`config.mk`:
```
export PLATFORM = sky130hd
export DESIGN_NAME = rv_timer
export DESIGN_NICKNAME = d
export VERILOG_FILES = /design/src/rtl/timer_pkg.sv /design/src/rtl/timer_ctrl_if.sv /design/src/rtl/rv_timer.sv /design/src/rtl/timer_core.sv /design/src/rtl/timer_intr.sv /design/src/rtl/timer_regs.sv
export SDC_FILE = /design/constraint.sdc
export NUM_CORES = 1
export LEC_CHECK = 0
export ABC_AREA = 1
export ABC_CLOCK_PERIOD_IN_PS = 3100
export BUFFER_PORTS_ARGS = -buffer_cell sky130_fd_sc_hd__buf_2
export CAP_MARGIN = 20
export CORE_ASPECT_RATIO = 1.5
export CORE_MARGIN = 4
export CORE_UTILIZATION = 50
export CTS_CLUSTER_DIAMETER = 120
export DETAILED_ROUTE_END_ITERATION = 10
export GPL_TIMING_DRIVEN = 0
export HOLD_SLACK_MARGIN = 0.06
export PLACE_DENSITY = 0.68
export SLEW_MARGIN = 10
export SYNTH_ARGS = -nofsm -noshare
export SYNTH_HDL_FRONTEND = slang
export SYNTH_SLANG_ARGS = --single-unit
```
`constraint.sdc`:
```
create_clock -name clk_i -period 3.1 [get_ports clk_i]
set_input_delay 0.155 -clock clk_i [delete_from_list [all_inputs] [get_ports clk_i]]
set_output_delay 0.155 -clock clk_i [all_outputs]
set_load 0.02 [all_outputs]
```
`src/rtl/timer_pkg.sv`:
```
////////////////////////////////////////////////////////////
// Machine timer shared definitions
// Register offsets, CFG0 field layout, reset values
// and the 64-bit time word with its two views
////////////////////////////////////////////////////////////

package timer_pkg;

  // Wishbone widths, defaults for the top level parameters
  localparam int AW = 8;
  localparam int DW = 32;

  // Byte offsets of the CSRs
  typedef enum logic [7:0] {
    ADDR_CTRL        = 8'h00,
    ADDR_CFG0        = 8'h04,
    ADDR_TIMER_LOWER = 8'h08,
    ADDR_TIMER_UPPER = 8'h0C,
    ADDR_CMP_LOWER   = 8'h10,
    ADDR_CMP_UPPER   = 8'h14,
    ADDR_INTR_ENABLE = 8'h18,
    ADDR_INTR_STATE  = 8'h1C,
    ADDR_INTR_TEST   = 8'h20
  } addr_e;

  // CFG0 layout: prescaler in the low bits, step from bit 16
  localparam int PRESCALE_W   = 12;
  localparam int PRESCALE_LSB = 0;
  localparam int STEP_W       = 8;
  localparam int STEP_LSB     = 16;

  // Reset values
  localparam logic [63:0]           CMP_RESET      = '1;
  localparam logic [STEP_W-1:0]     STEP_RESET     = 8'd1;
  localparam logic [PRESCALE_W-1:0] PRESCALE_RESET = '0;

  // The bus side works on halves, the counter on the full word
  typedef struct packed {
    logic [31:0] upper;
    logic [31:0] lower;
  } time_half_t;

  typedef union packed {
    time_half_t  half;
    logic [63:0] count;
  } time_u;

endpackage

```
`src/rtl/timer_ctrl_if.sv`:
```
////////////////////////////////////////////////////////////
// Link between the CSR block and the counter core
// Carries configuration, time and compare values one way
// and tick, next time and expiry back
////////////////////////////////////////////////////////////

`timescale 1ns/1ns

interface timer_ctrl_if;

  import timer_pkg::*;

  // Driven by the CSR block
  logic                  active;
  logic [PRESCALE_W-1:0] prescaler;
  logic [STEP_W-1:0]     step;
  time_u                 mtime;
  time_u                 mtimecmp;

  // Driven by the core
  logic                  tick;
  time_u                 mtime_next;
  logic                  expired;

  modport regs (
    output active, prescaler, step, mtime, mtimecmp,
    input  tick, mtime_next, expired
  );

  modport core (
    input  active, prescaler, step, mtime, mtimecmp,
    output tick, mtime_next, expired
  );

endinterface

```
`src/rtl/rv_timer.sv`:
```
////////////////////////////////////////////////////////////
// RISC-V machine timer top level
// One hart, one comparator, Wishbone classic slave
////////////////////////////////////////////////////////////

`timescale 1ns/1ns

module rv_timer #(
  parameter int AW = timer_pkg::AW,
  parameter int DW = timer_pkg::DW
) (
  input  logic            clk_i,
  input  logic            arst_n_i,

  input  logic            wb_cyc_i,
  input  logic            wb_stb_i,
  input  logic            wb_we_i,
  input  logic [AW-1:0]   wb_adr_i,
  input  logic [DW-1:0]   wb_dat_i,
  // Byte selects are not supported, writes are full words
  input  logic [DW/8-1:0] wb_sel_i,
  output logic [DW-1:0]   wb_dat_o,
  output logic            wb_ack_o,

  output logic            intr_timer_expired_o
);

  logic intr_enable;
  logic intr_test;
  logic intr_clear;
  logic intr_cmp_wr;
  logic intr_state;

  timer_ctrl_if u_ctrl_if ();

  timer_regs #(
    .AW (AW),
    .DW (DW)
  ) u_regs (
    .clk_i         (clk_i),
    .arst_n_i      (arst_n_i),
    .wb_cyc_i      (wb_cyc_i),
    .wb_stb_i      (wb_stb_i),
    .wb_we_i       (wb_we_i),
    .wb_adr_i      (wb_adr_i),
    .wb_dat_i      (wb_dat_i),
    .wb_dat_o      (wb_dat_o),
    .wb_ack_o      (wb_ack_o),
    .ctrl          (u_ctrl_if.regs),
    .intr_state_i  (intr_state),
    .intr_enable_o (intr_enable),
    .intr_test_o   (intr_test),
    .intr_clear_o  (intr_clear),
    .intr_cmp_wr_o (intr_cmp_wr)
  );

  timer_core u_core (
    .clk_i    (clk_i),
    .arst_n_i (arst_n_i),
    .ctrl     (u_ctrl_if.core)
  );

  // Expiry comes straight from the core compare
  timer_intr u_intr (
    .clk_i    (clk_i),
    .arst_n_i (arst_n_i),
    .event_i  (u_ctrl_if.expired),
    .enable_i (intr_enable),
    .test_i   (intr_test),
    .clear_i  (intr_clear),
    .cmp_wr_i (intr_cmp_wr),
    .state_o  (intr_state),
    .intr_o   (intr_timer_expired_o)
  );

endmodule

```
`src/rtl/timer_core.sv`:
```
////////////////////////////////////////////////////////////
// Timer counter core
// Prescaler, tick generation, next mtime and compare
////////////////////////////////////////////////////////////

`timescale 1ns/1ns

module timer_core (
  input  logic       clk_i,
  input  logic       arst_n_i,

  timer_ctrl_if.core ctrl
);

  import timer_pkg::*;

  logic [PRESCALE_W-1:0] presc_cnt_q;
  logic                  presc_done;

  ////////////////////////////////////////////////////////////
  // Prescaler
  ////////////////////////////////////////////////////////////

  // Counts 0 .. prescaler, so a tick every prescaler+1 clocks
  assign presc_done = (presc_cnt_q >= ctrl.prescaler);

  always_ff @(posedge clk_i or negedge arst_n_i) begin
    if (!arst_n_i) begin
      presc_cnt_q <= '0;
    end else if (!ctrl.active) begin
      presc_cnt_q <= '0;
    end else if (presc_done) begin
      presc_cnt_q <= '0;
    end else begin
      presc_cnt_q <= presc_cnt_q + 1'b1;
    end
  end

  assign ctrl.tick = ctrl.active & presc_done;

  ////////////////////////////////////////////////////////////
  // Time update and compare
  ////////////////////////////////////////////////////////////

  // The CSR block loads this on a tick
  assign ctrl.mtime_next.count = ctrl.mtime.count + 64'(ctrl.step);

  // Level event, stays high until mtime or mtimecmp moves
  assign ctrl.expired = (ctrl.mtime.count >= ctrl.mtimecmp.count);

  // Stopping the timer must freeze mtime through the CSR block
  a_tick_active : assert property (@(posedge clk_i) disable iff (!arst_n_i)
    ctrl.tick |-> ctrl.active);

endmodule

```
`src/rtl/timer_intr.sv`:
```
////////////////////////////////////////////////////////////
// Timer interrupt hardware
// State register with set/clear priority, registered output
////////////////////////////////////////////////////////////

`timescale 1ns/1ns

module timer_intr (
  input  logic clk_i,
  input  logic arst_n_i,

  input  logic event_i,
  input  logic enable_i,
  input  logic test_i,
  input  logic clear_i,
  input  logic cmp_wr_i,

  output logic state_o,
  output logic intr_o
);

  logic state_q;
  logic intr_q;
  logic state_set;
  logic state_clr;

  assign state_set = event_i | test_i;
  // A compare write drops a pending expiry
  assign state_clr = clear_i | cmp_wr_i;

  always_ff @(posedge clk_i or negedge arst_n_i) begin
    if (!arst_n_i) begin
      state_q <= 1'b0;
      intr_q  <= 1'b0;
    end else begin
      // Clear wins over set
      if (state_clr) begin
        state_q <= 1'b0;
      end else if (state_set) begin
        state_q <= 1'b1;
      end
      intr_q <= state_q & enable_i;
    end
  end

  assign state_o = state_q;
  assign intr_o  = intr_q;

  a_intr_masked : assert property (@(posedge clk_i) disable iff (!arst_n_i)
    !enable_i |=> !intr_o);

endmodule

```
`src/rtl/timer_regs.sv`:
```
////////////////////////////////////////////////////////////
// Wishbone classic slave with the timer CSRs
// Address decode, single-cycle ack, read mux and
// the interrupt hookup pulses
////////////////////////////////////////////////////////////

`timescale 1ns/1ns

module timer_regs #(
  parameter int AW = timer_pkg::AW,
  parameter int DW = timer_pkg::DW
) (
  input  logic          clk_i,
  input  logic          arst_n_i,

  input  logic          wb_cyc_i,
  input  logic          wb_stb_i,
  input  logic          wb_we_i,
  input  logic [AW-1:0] wb_adr_i,
  input  logic [DW-1:0] wb_dat_i,
  output logic [DW-1:0] wb_dat_o,
  output logic          wb_ack_o,

  timer_ctrl_if.regs    ctrl,

  input  logic          intr_state_i,
  output logic          intr_enable_o,
  output logic          intr_test_o,
  output logic          intr_clear_o,
  output logic          intr_cmp_wr_o
);

  import timer_pkg::*;

  logic                  ack_q;
  logic                  wr_en;
  logic [7:0]            reg_off;
  logic [DW-1:0]         reg_rdata;

  logic                  active_q;
  logic [PRESCALE_W-1:0] prescale_q;
  logic [STEP_W-1:0]     step_q;
  time_u                 mtime_q;
  time_u                 mtimecmp_q;
  logic                  intr_enable_q;

  ////////////////////////////////////////////////////////////
  // Bus handshake
  ////////////////////////////////////////////////////////////

  // Ack one clock after the request, then at least one idle cycle
  always_ff @(posedge clk_i or negedge arst_n_i) begin
    if (!arst_n_i) begin
      ack_q <= 1'b0;
    end else begin
      ack_q <= wb_cyc_i & wb_stb_i & ~ack_q;
    end
  end

  assign wb_ack_o = ack_q;

  // Write lands on the edge that raises ack
  assign wr_en   = wb_cyc_i & wb_stb_i & wb_we_i & ~ack_q;
  assign reg_off = {wb_adr_i[7:2], 2'b00};

  ////////////////////////////////////////////////////////////
  // CSR storage
  ////////////////////////////////////////////////////////////

  always_ff @(posedge clk_i or negedge arst_n_i) begin
    if (!arst_n_i) begin
      active_q            <= 1'b0;
      prescale_q          <= PRESCALE_RESET;
      step_q              <= STEP_RESET;
      mtime_q.count       <= '0;
      mtimecmp_q.count    <= CMP_RESET;
      intr_enable_q       <= 1'b0;
    end else begin
      if (wr_en && reg_off == ADDR_CTRL) begin
        active_q <= wb_dat_i[0];
      end
      if (wr_en && reg_off == ADDR_CFG0) begin
        prescale_q <= wb_dat_i[PRESCALE_LSB +: PRESCALE_W];
        step_q     <= wb_dat_i[STEP_LSB +: STEP_W];
      end
      // A bus write to a time half wins over the tick update
      if (wr_en && reg_off == ADDR_TIMER_LOWER) begin
        mtime_q.half.lower <= wb_dat_i[31:0];
      end else if (ctrl.tick) begin
        mtime_q.half.lower <= ctrl.mtime_next.half.lower;
      end
      if (wr_en && reg_off == ADDR_TIMER_UPPER) begin
        mtime_q.half.upper <= wb_dat_i[31:0];
      end else if (ctrl.tick) begin
        mtime_q.half.upper <= ctrl.mtime_next.half.upper;
      end
      if (wr_en && reg_off == ADDR_CMP_LOWER) begin
        mtimecmp_q.half.lower <= wb_dat_i[31:0];
      end
      if (wr_en && reg_off == ADDR_CMP_UPPER) begin
        mtimecmp_q.half.upper <= wb_dat_i[31:0];
      end
      if (wr_en && reg_off == ADDR_INTR_ENABLE) begin
        intr_enable_q <= wb_dat_i[0];
      end
    end
  end

  assign ctrl.active    = active_q;
  assign ctrl.prescaler = prescale_q;
  assign ctrl.step      = step_q;
  assign ctrl.mtime     = mtime_q;
  assign ctrl.mtimecmp  = mtimecmp_q;

  // Interrupt block hookup
  assign intr_enable_o = intr_enable_q;
  assign intr_test_o   = wr_en & (reg_off == ADDR_INTR_TEST) & wb_dat_i[0];
  assign intr_clear_o  = wr_en & (reg_off == ADDR_INTR_STATE) & wb_dat_i[0];
  assign intr_cmp_wr_o = wr_en & ((reg_off == ADDR_CMP_LOWER) |
                                  (reg_off == ADDR_CMP_UPPER));

  ////////////////////////////////////////////////////////////
  // Read mux
  ////////////////////////////////////////////////////////////

  always_comb begin
    reg_rdata = '0;
    case (reg_off)
      ADDR_CTRL:        reg_rdata[0] = active_q;
      ADDR_CFG0: begin
        reg_rdata[PRESCALE_LSB +: PRESCALE_W] = prescale_q;
        reg_rdata[STEP_LSB +: STEP_W]         = step_q;
      end
      ADDR_TIMER_LOWER: reg_rdata[31:0] = mtime_q.half.lower;
      ADDR_TIMER_UPPER: reg_rdata[31:0] = mtime_q.half.upper;
      ADDR_CMP_LOWER:   reg_rdata[31:0] = mtimecmp_q.half.lower;
      ADDR_CMP_UPPER:   reg_rdata[31:0] = mtimecmp_q.half.upper;
      ADDR_INTR_ENABLE: reg_rdata[0] = intr_enable_q;
      ADDR_INTR_STATE:  reg_rdata[0] = intr_state_i;
      // INTR_TEST is write-only
      default:          reg_rdata = '0;
    endcase
  end

  assign wb_dat_o = reg_rdata;

  // Back-to-back accesses still need an idle cycle between acks
  a_ack_single : assert property (@(posedge clk_i) disable iff (!arst_n_i)
    wb_ack_o |=> !wb_ack_o);

endmodule

```
==> results.cfg, run 1 <==
[routing]
highest_layer = met4
drc = 0
dr_wl_met3_um = 2940
vias = 12521
drt_iter0_drc = 1118
viasPerCell = 5.90
first_pass_iters = 5
wl_per_cell_um = 24.3
wl_met1_um = 18100
ant_nets = 0
wl_um = 51600
wl_met2_um = 25700

[placed_design]
dpl.hpwl_um = 40900
dpl-instance-area_mm2 = 0.0129
dp_cells = 2066
routabilityCongestion = 1.06
port_buffers = 76

[synthesis]
ys_ff_latch = 165
synth_top_family_by_area = simple AND/OR/NAND/NOR gates
synthSimpleGateAreaFrac_pct = 28.8
syn-num-nets = 1805
syn_inst = 1670
synth_warnings = 0
synth-main-ff-cell = dfrtp_1
synth_edf_count = 0
synth_area_leaders = dfrtp_1 21%, dfstp_2 14%, nand2_1 13%, ha_1 8.8%, inv_1 7.1%
synthMuxAreaShare_pct = 0
yosys.area_share.xor_xnor_pct = 2.82
synthesis.area_mm2 = 0.0121
synthAdderAreaFrac_pct = 8.96
ys_seq_area_share_pct = 34.8
synth_top_area_share_pct = 20.7
synth_area_leader_cell = dfrtp_1
synth_compound_area_share_pct = 14.8
syn-mean-instance-area_um2 = 7.24
synthArstFlopShare_pct = 100
ys_types = 51

[power]
power.leakage_nw = 6.12
p_sw_mw = 2.52
power_frac_comb_pct = 26.5
p_int_mw = 4.23
p_seq_share_pct = 39.9
powerDensity_mw_per_mm2 = 489
ir_worst_vdd_mv = 0.440
finalPower_mw = 6.74
switching_share_pct = 37.3
p_clk_share_pct = 33.7

[finish]
drive_gt1_share_pct = 14.1
syn2layout_area_growth_pct = 13.9
final_area_mm2 = 0.0138
layoutNonFillerInstCount = 2123
final_common_cell = nand2_1
fin_nets = 1926
antenna_cells = 0
layout_common_cells = 433 x nand2_1, 229 x inv_1, 123 x nand3_1
utilization_pct = 58.0

[floorplan]
placementRows = 69
io_pins = 83
start_util_pct = 50.9
die_height_um = 198
core-area_mm2 = 0.0237
chipWidth_um = 135
die-area_mm2 = 0.0268

[clock_network]
clkSinkCount = 165
numCtsBuffers = 17
cts_tree = built
cts_buffer_depth = 2
clk_pin_slew_ps = 80
root_buffer = clkbuf_16
post_cts_buffers = 0
clk-insertion-delay-late_ps = 450
h-tree-depth = 4

[timing]
tightest_slew_ps = 958
fmax_mhz = 344
hold_viol = 0
maxSlewHeadroom_pct = 36.1
clock_skew_ps = 9.54
rsz0062_at_grt = false
setup_violations = 0
post-route-period-util_pct = 93.9
slew_violations = 0
period_needed_ps = 2910
finalSetupTns_ps = 0

[worst_setup_path]
crit_path_start_kind = primary input
worst_setup_path_end_kind = register
critical_path_required_ps = 3490
r2r_setup_slack_ps = 190
path_class = in2reg
cp_max_fo = 10
arrival_ps = 3300

[global_route]
grt_max_degree = 107
grt_usage_pct = 38.9
grt_pass1_vias = 12367
grt_pass1_wl_um = 75900
antenna_found_initial = 0
grt-ovfl-total = 0

[status]
status = completed

[job]
drv_cap = 0

[min_path]
hp-class = in2reg
-- power by group through the flow --
stage,Clock (mW),Sequential [mW],Combinational (mW)
4_1_cts,2.27,2.67,1.76
5_1_grt,2.35,2.70,1.99
2_1_floorplan,0,2.56,1.15
6_report,2.27,2.69,1.79
3_5_place_dp,0,2.71,1.72
3_3_place_gp,0,2.70,1.68
-- metal layers --
metal	vias up	global-route usage [%]
li1	5797	-
met1	5961	41.5
met2	556	68.9
met3	207	5.29
met4	0	29.8
met5	-	0
-- per-stage QoR --
step | hold slack (ps) | setup WS [ps]
floorplan | -141 | 883
global placement | 393 | -694
detailed placement | 112 | 63.2
CTS | 81.4 | 41.7
global route | 96.2 | 55.2
finish | 84.5 | 189
-- timing repair --
action | CTS | global route
endpoints found under the setup margin | 0 | 2
hold buffers | 25 | 0
resized for setup | 0 | 3
hold endpoints to repair | 104 | 0
-- flip-flops by register name, summed over array words and instances, names as in the netlist --
signal / cells
u_regs.wb_ack_o: 1
u_regs.ctrl.step: 8
u_core.presc_cnt_q: 12
u_regs.ctrl.active: 1
u_regs.ctrl.mtimecmp: 64
u_intr.intr_o: 1
u_intr.state_o: 1
u_regs.intr_enable_o: 1
u_regs.ctrl.prescaler: 12
u_regs.ctrl.mtime: 64
-- Yosys cell counts (24+ instances only) --
master,n
nand3_1,123
xor2_1,25
a22oi_1,33
nor3_1,24
a21oi_1,58
dfrtp_1,100
buf_2,27
nand2_1,434
nand4_1,42
ha_1,85
nor2_1,109
o221ai_1,31
dfstp_2,65
inv_1,229
clkbuf_1,34
o21ai_0,112
-- worst max-delay path: stages --
cell and delay [ps]:
dlygate4sd3_1 540, buf_2 120, nand2_1 40, dlygate4sd3_1 540, nor2_1 60, nand2_2 120, clkinv_1 260, nand2_2 320
nand2_2 200, inv_2 90, clkbuf_1 590, nand2_1 130, nand3_1 120
-- worst paths after layout --
kind                                startpoint                       to  cells past startpoint
max                                   wb_stb_i    u_regs.ctrl.mtime[63]                     13
min                                wb_adr_i[4]       u_regs.ctrl.active                      3
max reg2reg                u_regs.ctrl.step[0]    u_regs.ctrl.mtime[34]                     12
min reg2reg                    u_regs.wb_ack_o          u_regs.wb_ack_o                      1
max in group asynchronous             arst_n_i  u_regs.ctrl.mtimecmp[6]                      3
min in group asynchronous             arst_n_i    u_core.presc_cnt_q[3]                      2
-- cell families after synthesis --
family | count (synthesis)
simple gates | 788
buf+inv | 304
compound gates | 288
flops | 165
fa+ha+maj | 86
xor+xnor | 39
-- final cells by class --
class	count	area, µm²
well taps	319	399
repair buffers	102	668
fillers	2321	9960
flip-flops and latches	165	4210
plain buffers	66	295
clock inverters	14	168
clock buffers	18	439
inverters	238	893
multi-input cells	1201	6710
Note: power is estimated with default switching activity, not from simulation.
==> inputs of run 2 (changes only) <==
ABC_AREA = 0   (was 1)
==> run 2 against run 1 <==
Power fell by 21%. Sequential power fell by 12%. Clock-buffer cell count rose by 1. Critical path depth fell by 4. Final cell count fell by 28%. Non-clock buffer count fell by 8. Synthesized cell count fell by 32%. Via count fell by 24%. Global-route usage fell by 7.9 points. Clock power fell by 8.8%. Die area fell by 12%. Critical endpoint is now u_regs.ctrl.mtime[18].
==> results.cfg, run 2 <==
[synthesis]
synth_top_area_share_pct = 23.7
synth_warnings = 0
synth-main-ff-cell = dfrtp_1
syn-mean-instance-area_um2 = 9.38
synth_area_leader_cell = dfrtp_1
synth.most_common_cell = nor2_1
synthArstFlopShare_pct = 100
ys_types = 54
ys_seq_area_share_pct = 39.8
synth_edf_count = 0
synth_area_leaders = dfrtp_1 24%, dfstp_2 16%, ha_1 10%, mux2_2 8.6%, xor2_1 4.3%
syn-num-nets = 1263
ys_ff_latch = 165
synth_commonest_cells = 101 x nor2_1, 100 x dfrtp_1, 88 x nand2_1
synthesis.area_mm2 = 0.0106
syn_inst = 1128

[timing]
slew_violations = 0
hold_viol = 0
fmax_mhz = 337
worst_slack_ps = 130
post-route-period-util_pct = 95.8
period_needed_ps = 2970
setup_violations = 0
maxSlewHeadroom_pct = 29.4
clock_skew_ps = 9.38
rsz0062_at_grt = false
finalSetupTns_ps = 0
tightest_slew_ps = 1060

[worst_setup_path]
worst_setup_path_end_kind = register
arrival_ps = 3350
path_class = reg2reg
critical_path_required_ps = 3470
crit_path_start_kind = register
cp_max_fo = 10

[status]
status = completed

[global_route]
grt_usage_pct = 31.0
grt_pass1_vias = 9351
grt-ovfl-total = 0
grt_max_degree = 89
antenna_found_initial = 0
grt_pass1_wl_um = 54700

[clock_network]
cts_buffer_depth = 2
clkSinkCount = 165
cts_tree = built
h-tree-depth = 4
numCtsBuffers = 17
clk_pin_slew_ps = 70
root_buffer = clkbuf_16
clk-insertion-delay-late_ps = 450

[finish]
fillers = 1784
syn2layout_area_growth_pct = 16.4
drive_gt1_share_pct = 22.0
antenna_cells = 0
layout_common_cells = 101 x nor2_1, 100 x dfrtp_1, 88 x nand2_1
fin_nets = 1392
layoutNonFillerInstCount = 1534
final_common_cell = nor2_1

[min_path]
hp-class = in2reg

[power]
ir_worst_vdd_mv = 0.398
finalPower_mw = 5.35
power.leakage_nw = 5.08
powerDensity_mw_per_mm2 = 435

[routing]
drc = 0
ant_nets = 0
drt_iter0_drc = 923
first_pass_iters = 6
viasPerCell = 6.19
vias = 9488
wl_um = 36300
wl_per_cell_um = 23.7

[placed_design]
dpl.hpwl_um = 26700
port_buffers = 74
place_ws_ps = -342
dp_cells = 1469
routabilityCongestion = 0.960

[floorplan]
start_util_pct = 51.4
die_height_um = 186
placementRows = 64
die-area_mm2 = 0.0236
core-area_mm2 = 0.0206
chipWidth_um = 127
io_pins = 83

[job]
drv_cap = 0
run 2: changes by cell type after synthesis, moves of 31 or more:
cell      before  now
mux2_2         0   81
nand2_1      434   88
o221ai_1      31    0
o21ai_0      112   53
nand3_1      123   32
inv_1        229   86
run 2: path summary, 6_finish.rpt:
path                                           from                       end  slack [ps]  depth (start not counted)
min in group asynchronous                  arst_n_i             u_intr.intr_o         260                          2
hold / removal                          wb_dat_i[6]     u_regs.ctrl.mtime[38]          80                          3
hold reg to reg                u_regs.intr_enable_o             u_intr.intr_o         510                          1
setup / recovery           u_regs.ctrl.prescaler[0]     u_regs.ctrl.mtime[18]         130                          9
max in group asynchronous                  arst_n_i  u_regs.ctrl.mtimecmp[17]        1950                          3
setup reg to reg           u_regs.ctrl.prescaler[0]     u_regs.ctrl.mtime[18]         130                          9
run 2: timing repair:
item,in CTS,in global routing
setup buffers,0,1
hold buffers,32,0
resized for setup,7,16
gates cloned,0,1
pin swaps,0,2
endpoints found under the hold margin,168,0
setup endpoints to repair,27,49
run 2: logic make-up (layout without fill, tap and decap cells):
family	Yosys count	count (layout)	synth area share, %
compound gates	245	245	14.6
mux	83	83	8.81
buf+inv	137	278	4.97
flops	165	165	39.8
fa+ha+maj	86	86	10.2
xor+xnor	67	67	5.55
simple gates	345	346	16.0
run 2: power by group:
part / leakage [nW] / internal (mW) / switching (mW)
Combinational: 3.13 / 0.340 / 0.565
Sequential: 1.69 / 2.27 / 0.111
Clock: 0.261 / 1.12 / 0.953
Total: 5.08 / 3.73 / 1.63
run 2: layout make-up:
class / count / area [µm²] / area share [%]
clock buffer: 19 / 433 / 3.52
tap: 264 / 330 / 2.68
timing repair buffer: 110 / 751 / 6.10
clock inverter: 13 / 126 / 1.03
buffer: 50 / 204 / 1.66
inverter: 86 / 323 / 2.62
sequential: 165 / 4210 / 34.2
multi-input combinational: 827 / 5930 / 48.2
run 2: stage by stage:
step	hold WS [ps]	utilization, %	instance area [µm²]
after floorplan	-141	-	10600
after global placement	431	54.8	11300
after detailed placement	171	55.0	11300
after CTS	62.9	59.4	12200
after global routing	79.8	59.8	12300
final	81.8	59.8	12300
run 2: layer usage:
metal,track usage (%),wire length [µm],up-vias
li1,-,-,4321
met1,36.3,13800,4607
met2,53.2,17800,413
met3,5.02,2140,147
met4,18.9,2620,0
met5,0,0,-
run 2: critical path: stages (launching register included):
cell      delay [ps]
dfrtp_1          450
ha_1             290
nand2b_1          90
a31oi_1          110
o41a_1           530
a21oi_2          520
buf_2            360
nand2_1          190
xor2_1           200
a21oi_1          150
